==> config.mk <==
export PLATFORM = sky130hd
export DESIGN_NAME = fetch_miss_ctrl
export DESIGN_NICKNAME = d
export VERILOG_FILES = /design/src/common/refill_pkg.sv /design/src/source/fetch_miss_ctrl.sv
export SDC_FILE = /design/constraint.sdc
export NUM_CORES = 1
export LEC_CHECK = 0
export ABC_AREA = 1
export BUFFER_PORTS_ARGS = -buffer_cell sky130_fd_sc_hd__buf_2
export CORE_AREA = 2 2 103 105
export DETAILED_ROUTE_END_ITERATION = 6
export DIE_AREA = 0 0 105 107
export PLACE_DENSITY_LB_ADDON = 0.1
export RECOVER_POWER = 25
export SLEW_MARGIN = 20
export SYNTH_ARGS = -nofsm -noshare
export SYNTH_HDL_FRONTEND = slang
export SYNTH_SLANG_ARGS = --single-unit
==> constraint.sdc <==
create_clock -name core_clk -period 1.4 [get_ports core_clk]
set_clock_uncertainty 0.2 [all_clocks]
set_input_delay 0.21 -clock core_clk [delete_from_list [all_inputs] [get_ports core_clk]]
set_output_delay 0.21 -clock core_clk [all_outputs]
set_load 0.03 [all_outputs]
==> src/common/refill_pkg.sv <==
// Shared refill types; the line is fixed at 64 bytes (two 256-bit beats, eight 64-bit words).
package refill_pkg;

    // Physical fetch address.
    typedef logic [31:0] pa_t;

    // One instruction word, the unit a fetch returns.
    typedef logic [63:0] word_t;

    // One bus beat carries half a line.
    typedef logic [255:0] beat_t;

    // Half a line as written by one fill strobe.
    typedef word_t half_t [4];

    typedef logic [1:0] way_t;

    // Word position in a line, address bits 5 to 3.
    typedef logic [2:0] word_sel_t;

    localparam int LINE_OFFSET_BITS = 6;
    localparam int NUM_WAYS = 4;

endpackage
==> src/source/fetch_miss_ctrl.sv <==
// Misses that find the fill buffer busy are dropped; the fetcher must retry them.
module fetch_miss_ctrl #(
    parameter int INDEX_WIDTH = 3
) (
    input  logic               core_clk,
    input  logic               core_reset_n,
    input  logic               fetch_req,
    input  refill_pkg::pa_t    fetch_pa,
    input  logic               store_hit,
    input  refill_pkg::word_t  store_data,
    input  logic               buf_available,
    input  logic               buf_hit,
    input  logic               buf_wait,
    input  logic               buf_error,
    input  refill_pkg::word_t  buf_data,
    output logic               fetch_hit,
    output logic               fetch_wait,
    output logic               fetch_error,
    output refill_pkg::word_t  fetch_data,
    output logic               alloc,
    output refill_pkg::pa_t    alloc_pa,
    output refill_pkg::way_t   alloc_way
);
    import refill_pkg::*;

    localparam int SETS = 2 ** INDEX_WIDTH;

    logic [INDEX_WIDTH-1:0] fetch_index;
    way_t                   rr_q [SETS];

    assign fetch_index = fetch_pa[LINE_OFFSET_BITS +: INDEX_WIDTH];

    // The store wins over the buffer when both hold the word.
    assign fetch_hit   = fetch_req & (store_hit | buf_hit);
    assign fetch_wait  = fetch_req & ~store_hit & buf_wait;
    assign fetch_error = fetch_req & ~store_hit & buf_hit & buf_error;
    assign fetch_data  = store_hit ? store_data : buf_data;

    assign alloc     = fetch_req & ~store_hit & ~buf_hit & ~buf_wait & buf_available;
    assign alloc_pa  = fetch_pa;
    assign alloc_way = rr_q[fetch_index];

    // One round-robin victim pointer per set, advanced on every allocation.
    always_ff @(posedge core_clk or negedge core_reset_n) begin
        if (!core_reset_n) begin
            for (int s = 0; s < SETS; s++) begin
                rr_q[s] <= '0;
            end
        end else if (alloc) begin
            rr_q[fetch_index] <= rr_q[fetch_index] + 2'd1;
        end
    end

endmodule

==> reports/results.tsv, run 1 <==
metric	value	unit
required	0.99	ns
setup_ws	-0.1925	ns
viasPerCell	4.158	
r2r-end	rr_q[11]	
syn_area_per_cell	5.246	um2
numCtsBuffers	3	
p_int	0.001337	W
ys_seq_area_frac	0.2019	
clk_latency	0.25	ns
ys_seq_elements	16	
critical_path_class	reg -> out	
dp.cells	703	
startpoint_type	flip-flop	
critical_path_arrival	1.18	ns
cts.sinks	16	
largest_reg_flops	16	
ant_nets	0	
yosys.area.top_type	nand2_1	
final_cell_mix	nand2_1, buf_2, nand2_2	
holdPathStages	4	
finalMaxSlewViolations	0	
reg_top3	rr_q: 16 flops	
crit_top_cell	nor2_1	
grt_pass1_vias	2958	
yosysUniqueCellTypes	20	
maxCapViolations	0	
clkSlewWorstSetupHoldPaths	0.06	ns
design.core.area	0.01009	mm2
synth_area_leaders	nand2_1, dfrtp_1, buf_4	
dp_hpwl	8716	um
switching_share	0.4311	
critical_path.max_fanout	2	
ys_warn_count	0	
final_nets	759	
cp_slowest_cell	dfrtp_1	
syn_inst	378	
seqPwrFrac	0.225	
overflow	0	
clock-root-buffer	clkbuf_8	
fmax	0.6279	GHz
clkPwrFrac	0.151	
drive_above_1_share	0.6010	
instances_no_fill	729	
tightest_slew	0.3922	ns
finalHoldViolCount	0	
status	complete, but fails checks	
first_pass_iters	4	
r2r_setup_slack	-0.15	ns
r2r_start	rr_q[6]	
start_util	0.1965	
hold_path_class	in -> reg	
place.gp.congestion	0.8269	
wirelength	11230	um
ir_drop	0.3800	mV
yosys.area.top_type_share	0.4789	
die_y	107	um
final_common_cell	nand2_1	
cp-end-kind	output pin	
rows	37	
crit_chain	nor2_1, nor2_1, nand2_1, nand3_2, inv_2, nand2_4, buf_6	
antenna_found_initial	11	
slew_headroom	0.7385	
netlist_area	0.001983	mm2
finalCritPeriodShare	1.138	
pin_count	270	
min_delay_worst_endpoint	rr_q[7]	
grt_max_degree	24	
syn-num-nets	546	
top_register	rr_q	
power.switching	0.001013	W
rsz0062_at_grt	true	
areaGrowthSynthToFinish	101.0	%
clk_path_buf_depth	2	
final_util	0.3950	
fin_tns_setup	-1.769	ns
reg2reg_depth	11	
fin_crit	1.593	ns
drc_errors	0	
violations	setup timing	
power.density	589.5	mW/mm2
num-fill-cells	1152	
wl_per_cell	15.41	um
slowest_delay	0.38	ns
die-area	0.01124	mm2
grt_pass1_wl	16240	um
vias	3031	
htree_levels	1	
track_usage	0.1848	
drt_iter0_drc	117	
cts_tree	built	
port_buffers	211	
die_x	105	um
finalSetupViolations	18	
hold_start	fetch_pa[6]	
leakage	2.382	nW
share_comb_of_total_power	0.624	
-- per-stage QoR --
stage	cell area (um2)	total power (W)	hold slack (ns)	setup slack, ns
after floorplan	2145	0.001384	-0.2856	-0.006481
after global placement	3274	0.001718	-0.04460	-0.1556
after detailed placement	3274	0.001723	-0.04457	-0.1792
after CTS	3720	0.002272	0.1686	-0.2362
after global routing	3979	0.002487	0.2201	-0.2756
final	3986	0.002350	0.1827	-0.1925
-- Yosys cell counts --
master and n:
buf_1 2, nand4_1 3, nand2_1 253, nand2_4 2, clkbuf_1 12, nand2_2 5, nor3_1 5, dfrtp_1 16
nor2_1 6, buf_4 33, nand3_1 6, inv_2 7, o21ai_0 6, buf_6 2, o21ai_1 2, nor2_2 3
inv_1 12, nand4_2 1, nand3_2 1, o21a_1 1
-- cell families (layout without fill, tap and decap cells) --
group,count (synthesis),in the layout,share of synthesized area
AND/OR/NAND/NOR,285,285,0.5754
buffers and inverters,68,279,0.1987
flip-flops,16,16,0.2019
AO/OA/AOI/OAI,9,9,0.02398
other,0,4,0
-- metal layers --
layer,wire length (um),vias to the layer above,track usage
met1,4817,1322,0.2237
li1,-,1531,-
met4,82,14,0.02571
met3,1264,20,0.09483
met5,96,-,0
met2,4972,144,0.3001
-- layout make-up --
class	instances	area (um2)	area share
clock buffer	3	41.29	0.01036
inverter	19	81.33	0.02040
sequential	16	400.4	0.1004
timing repair buffer	257	1871	0.4692
tap	136	170.2	0.04269
antenna	4	10.01	0.002511
multi-input combinational	294	1413	0.3544
-- how the worst max path moves through the flow --
stage / from / to / slack, ns / depth (start not counted)
finish: rr_q[6] / alloc_way[0] / -0.19 / 7
global placement: store_hit / rr_q[6] / -0.16 / 9
detailed placement: fetch_pa[6] / rr_q[13] / -0.18 / 11
CTS: rr_q[6] / alloc_way[0] / -0.24 / 7
global route: rr_q[6] / alloc_way[0] / -0.28 / 7
floorplan: store_hit / fetch_data[10] / -0.006 / 5
-- repair_timing --
item / 4_1_cts / 5_1_grt
setup endpoints to repair: 78 / 76
hold buffers: 1 / 0
cloned: 3 / 5
hold endpoints to repair: 16 / 0
pin swaps: 8 / 7
gates resized for setup: 89 / 36
setup buffers: 8 / 2
-- power by group through the flow --
stage | registers (W) | clock network (W) | logic, W
global placement | 0.000538 | 0 | 0.00118
finish | 0.000528 | 0.000355 | 0.00147
CTS | 0.000529 | 0.000364 | 0.00138
detailed placement | 0.000537 | 0 | 0.00119
floorplan | 0.000526 | 0 | 0.000858
global route | 0.000531 | 0.000381 | 0.00157
-- critical path, delay by kind of cell (launching register included) --
family,cells,cell delay (ns)
buffers and inverters,2,0.20
flip-flops,1,0.38
AND/OR/NAND/NOR,5,0.36
Note: power is estimated with default switching activity, not from simulation.
==> run 2, diff against run 1 <==
--- a/config.mk
+++ b/config.mk
@@ -12,6 +12,7 @@
 export DIE_AREA = 0 0 105 107
 export PLACE_DENSITY_LB_ADDON = 0.1
 export RECOVER_POWER = 25
+export SETUP_SLACK_MARGIN = 0.1
 export SLEW_MARGIN = 20
 export SYNTH_ARGS = -nofsm -noshare
 export SYNTH_HDL_FRONTEND = slang
==> reports/results.tsv, run 2 (same netlist as run 1, synthesis figures left out) <==
metric	value	unit
status	complete, but fails checks	
violations	setup timing	
rsz0062_at_grt	true	
fmax	0.6208	GHz
cts_tree	built	
fin_crit	1.611	ns
die_x	105	um
cp-end-kind	output pin	
finalHoldViolCount	0	
first_pass_iters	4	
drive_above_1_share	0.7155	
areaGrowthSynthToFinish	135.5	%
largest_reg_flops	16	
viasPerCell	4.294	
ir_drop	0.3263	mV
startpoint_type	flip-flop	
grt_pass1_vias	3043	
critical_path_class	reg -> out	
ant_nets	0	
drt_iter0_drc	107	
critical_path.max_fanout	2	
fin_tns_setup	-1.996	ns
finalCritPeriodShare	1.151	
htree_levels	1	
die_y	107	um
grt_pass1_wl	16810	um
clk_latency	0.26	ns
required	0.99	ns
pin_count	270	
track_usage	0.1921	
wirelength	11420	um
top_register	rr_q	
start_util	0.1965	
clkSlewWorstSetupHoldPaths	0.06	ns
finalSetupViolations	17	
rows	37	
numCtsBuffers	3	
tightest_slew	0.3843	ns
clk_path_buf_depth	2	
clock-root-buffer	clkbuf_8	
place.gp.congestion	0.8013	
overflow	0	
grt_max_degree	36	
power.density	564.4	mW/mm2
cts.sinks	16	
hold_ws	0.1765	ns
drc_errors	0	
finalMaxSlewViolations	0	
setup_ws	-0.2108	ns
vias	3083	
reg_top3	rr_q: 16 flops	
port_buffers	211	
leakage	2.742	nW
dp_hpwl	8015	um
critical_path_arrival	1.20	ns
maxCapViolations	0	
design.core.area	0.01009	mm2
antenna_found_initial	2	
final_cell_mix	buf_2, nand2_1, nand2_2	
final_common_cell	buf_2	
die-area	0.01124	mm2
slew_headroom	0.7438	
final_nets	750	
wl_per_cell	15.90	um
hold_path_class	in -> reg	
## run 2: changes by cell type in the layout (fill, tap and decap cells not counted), moves of 5 or more
cell       before  now
nand2_4         2   70
buf_4          57   20
clkbuf_16       5    0
buf_6          31   71
nand2_1       182  116
buf_2         155  139
## run 2: repair_timing
| item | 4_1_cts | 5_1_grt |
|---|---|---|
| resized for setup | 304 | 89 |
| gates cloned | 7 | 0 |
| setup buffers | 10 | 0 |
| endpoints found under the hold margin | 16 | 0 |
| setup endpoints to repair | 85 | 85 |
| hold buffers | 1 | 0 |
| pin swaps | 70 | 88 |
## run 2: power by group
part / internal [W] / switching, W
Clock: 0.000192 / 0.000173
Sequential: 0.000503 / 0.0000252
Combinational: 0.000777 / 0.000967
## run 2: routing by layer
layer | GRT usage | wire (um) | share of wire | vias up
met1 | 0.2458 | 4795 | 0.42 | 1428
met5 | 0 | 0 | 0 | -
li1 | - | - | - | 1514
met3 | 0.03951 | 714 | 0.063 | 11
met2 | 0.3367 | 5770 | 0.51 | 130
met4 | 0.03429 | 136 | 0.012 | 0
## run 2: critical path, stage by stage (launching register included)
cell and delay (ns):
dfrtp_1 0.39, nor2_1 0.09, nor2_1 0.05, nand2_1 0.07, nand3_2 0.09, inv_2 0.08, nand2_4 0.05, buf_6 0.13
## run 2: path summary, 6_finish.rpt
kind,start,end,slack (ns),cells past startpoint
hold / removal,fetch_pa[6],rr_q[7],0.18,4
setup reg to reg,rr_q[6],rr_q[11],-0.16,11
min in group asynchronous,core_reset_n,rr_q[3],0.19,2
setup / recovery,rr_q[6],alloc_way[0],-0.21,7
max in group asynchronous,core_reset_n,rr_q[6],0.53,2
hold reg to reg,rr_q[11],rr_q[11],0.29,2
## run 2: area by class of cell
cell class / count / area [um2]
Fill cell: 1073 / 5421
Inverter: 19 / 91.34
Clock buffer: 3 / 41.29
Tap cell: 136 / 170.2
Antenna cell: 2 / 5.005
Multi-Input combinational cell: 294 / 1947
Timing Repair Buffer: 248 / 2016
Sequential cell: 16 / 400.4
## run 2: stage by stage
stage / worst slack, ns / total power [W] / std cells / instance area [um2] / util
after floorplan: 0.04138 / 0.001339 / 378 / 2036 / -
after detailed placement: -0.2316 / 0.001656 / 695 / 3082 / 0.3054
after global placement: -0.2090 / 0.001654 / 695 / 3082 / 0.3054
after CTS: -0.2292 / 0.002529 / 716 / 4357 / 0.4317
final: -0.2108 / 0.002636 / 718 / 4671 / 0.4628
after global routing: -0.3071 / 0.002777 / 717 / 4668 / 0.4626
==> run 3, diff against run 2 <==
==> config.mk (replaced) <==
export PLATFORM = sky130hd
export DESIGN_NAME = fetch_miss_ctrl
export DESIGN_NICKNAME = d
export VERILOG_FILES = /design/src/common/refill_pkg.sv /design/src/source/fetch_miss_ctrl.sv
export SDC_FILE = /design/constraint.sdc
export NUM_CORES = 1
export LEC_CHECK = 0
export BUFFER_PORTS_ARGS = -buffer_cell sky130_fd_sc_hd__buf_2
export CORE_AREA = 2 2 104 106
export DETAILED_ROUTE_END_ITERATION = 6
export DIE_AREA = 0 0 106 108
export PLACE_DENSITY = 0.57
export RECOVER_POWER = 25
export SETUP_SLACK_MARGIN = 0.1
export SLEW_MARGIN = 30
export SYNTH_ARGS = -nofsm -noshare
export SYNTH_HDL_FRONTEND = slang
export SYNTH_SLANG_ARGS = --single-unit
==> reports/results.tsv, run 3 <==
metric	value	unit
yosys.area_share.simple	0.09173	
place.gp.congestion	0.8168	
overflow	0	
maxCapViolations	0	
rsz0062_at_grt	true	
leakage	2.295	nW
htree_levels	1	
muxShareOfSynthArea	0.4528	
vias	2356	
clock-root-buffer	clkbuf_8	
required	0.99	ns
synth_top_family_by_area	multiplexers	
wirelength	9775	um
first_pass_iters	4	
reg2reg_depth	8	
largest_reg_flops	16	
antenna_found_initial	2	
pre_cts_slack	-0.5005	ns
r2r_start	rr_q[10]	
async_flop_share	1.000	
setup_ws	-0.5734	ns
ant_nets	0	
syn_area_per_cell	10.14	um2
drc_errors	0	
track_usage	0.1598	
synth_compound_gate_area_share	0.08398	
power.density	626.8	mW/mm2
start_util	0.1893	
finalHoldViolCount	0	
yosys.area.top_type	mux2_2	
final_nets	583	
cp-end-kind	output pin	
pin_count	270	
startpoint_type	flip-flop	
top_register	rr_q	
die_y	108	um
clk_latency	0.25	ns
yosys-top-cells-count	mux2_2, buf_4, dfrtp_1	
rows	37	
finalMaxSlewViolations	0	
tightest_slew	0.3776	ns
port_buffers	211	
synth_edf_count	0	
drt_iter0_drc	64	
syn_inst	191	
critical_path.max_fanout	2	
viasPerCell	4.284	
synth_area_leaders	mux2_2, dfrtp_1, buf_4	
crit_chain	mux2_4, a22o_1, a21oi_2, and2_4, inv_1, buf_6	
wl_per_cell	17.77	um
dp_hpwl	7330	um
finalSetupViolations	83	
cts_tree	built	
design.core.area	0.01023	mm2
clk_path_buf_depth	2	
fin_area	0.004264	mm2
critical_path_class	reg -> out	
synth_adder_area_share	0	
grt_pass1_vias	2610	
slew_headroom	0.7483	
die_x	106	um
fin_crit	1.973	ns
cts.sinks	16	
cp_slowest_cell	dfrtp_1	
grt_max_degree	17	
ys_seq_elements	16	
dpl_cell_area	0.003400	mm2
final_common_cell	buf_2	
die-area	0.01145	mm2
clkSlewWorstSetupHoldPaths	0.06	ns
reg_top3	rr_q: 16 flops	
grt_pass1_wl	13990	um
fmax	0.5067	GHz
yosysUniqueCellTypes	36	
hold_path_class	in -> async	
yosys.area.top_type_share	0.4186	
ir_drop	0.3092	mV
numCtsBuffers	3	
synth.most_common_cell	mux2_2	
num-fill-cells	1014	
drive_above_1_share	0.8596	
critical_path_arrival	1.56	ns
areaGrowthSynthToFinish	120.2	%
syn-num-nets	359	
status	complete, but fails checks	
ys_seq_area_frac	0.2067	
finalCritPeriodShare	1.410	
ys_warn_count	0	
synth_xor_area_frac	0	
crit_start	rr_q[10]	
final_cell_mix	buf_2, buf_6, mux2_4	
netlist_area	0.001937	mm2
violations	setup timing	
synth_ff_type	dfrtp_1	
slowest_delay	0.38	ns
## run 3: what timing repair did
item,4_1_cts,5_1_grt
hold buffers,1,0
setup buffers,10,3
setup endpoints to repair,86,86
gates cloned,9,0
pin swaps,14,8
endpoints found under the hold margin,16,0
gates resized for setup,178,19
## run 3: cell families after synthesis
family,Yosys count
buf+inv,47
simple gates,32
compound gates,18
flops,16
mux,78
## run 3: layer usage
metal	wire, um	track usage	up-vias
li1	-	-	1104
met1	4068	0.2001	1092
met2	4943	0.2820	137
met3	640	0.03436	21
met4	113	0.03571	2
met5	11	0	-
## run 3: final cells by class
type                            instances  area, um2  area share
Clock buffer                            3      41.29    0.009683
Sequential cell                        16      400.4     0.09390
Tap cell                              136      170.2     0.03991
Multi-Input combinational cell        128       1546      0.3627
Timing Repair Buffer                  262       2088      0.4897
Antenna cell                            1      2.502   0.0005869
Inverter                                4      15.01    0.003521
## run 3: stage by stage
stage               cells  setup TNS [ns]  hold WS, ns  total power, W  utilization
floorplan             191          -4.543      -0.2856        0.001589            -
CTS                   554          -16.26       0.2144        0.002694       0.4273
detailed placement    532          -21.09     -0.04871        0.001925       0.3323
finish                550          -10.18       0.2073        0.002673       0.4168
global route          549          -12.68       0.2200        0.002809       0.4165
global placement      532          -20.28     -0.05351        0.001904       0.3323
## run 3: power breakdown
group / internal (W) / total [W] / switching [W]
sequential: 0.000526 / 0.000563 / 0.0000364
combinational: 0.000962 / 0.00177 / 0.000808
clock: 0.000191 / 0.000339 / 0.000149
## run 3: worst paths after layout
| kind | to | slack (ns) |
|---|---|---|
| worst max-delay path | alloc_way[0] | -0.57 |
| worst min-delay path | rr_q[12] | 0.21 |
| worst max register to register | rr_q[4] | -0.45 |
| worst min register to register | rr_q[0] | 0.31 |
| max in group asynchronous | rr_q[3] | 0.52 |
| min in group core_clk | alloc_pa[15] | 0.22 |
## run 3: worst max-delay path: cells and delay by family, from the launching register on
kind,cells,cell delay (ns)
mux,1,0.26
compound gates,2,0.33
buf+inv,2,0.18
flops,1,0.38
simple gates,1,0.17
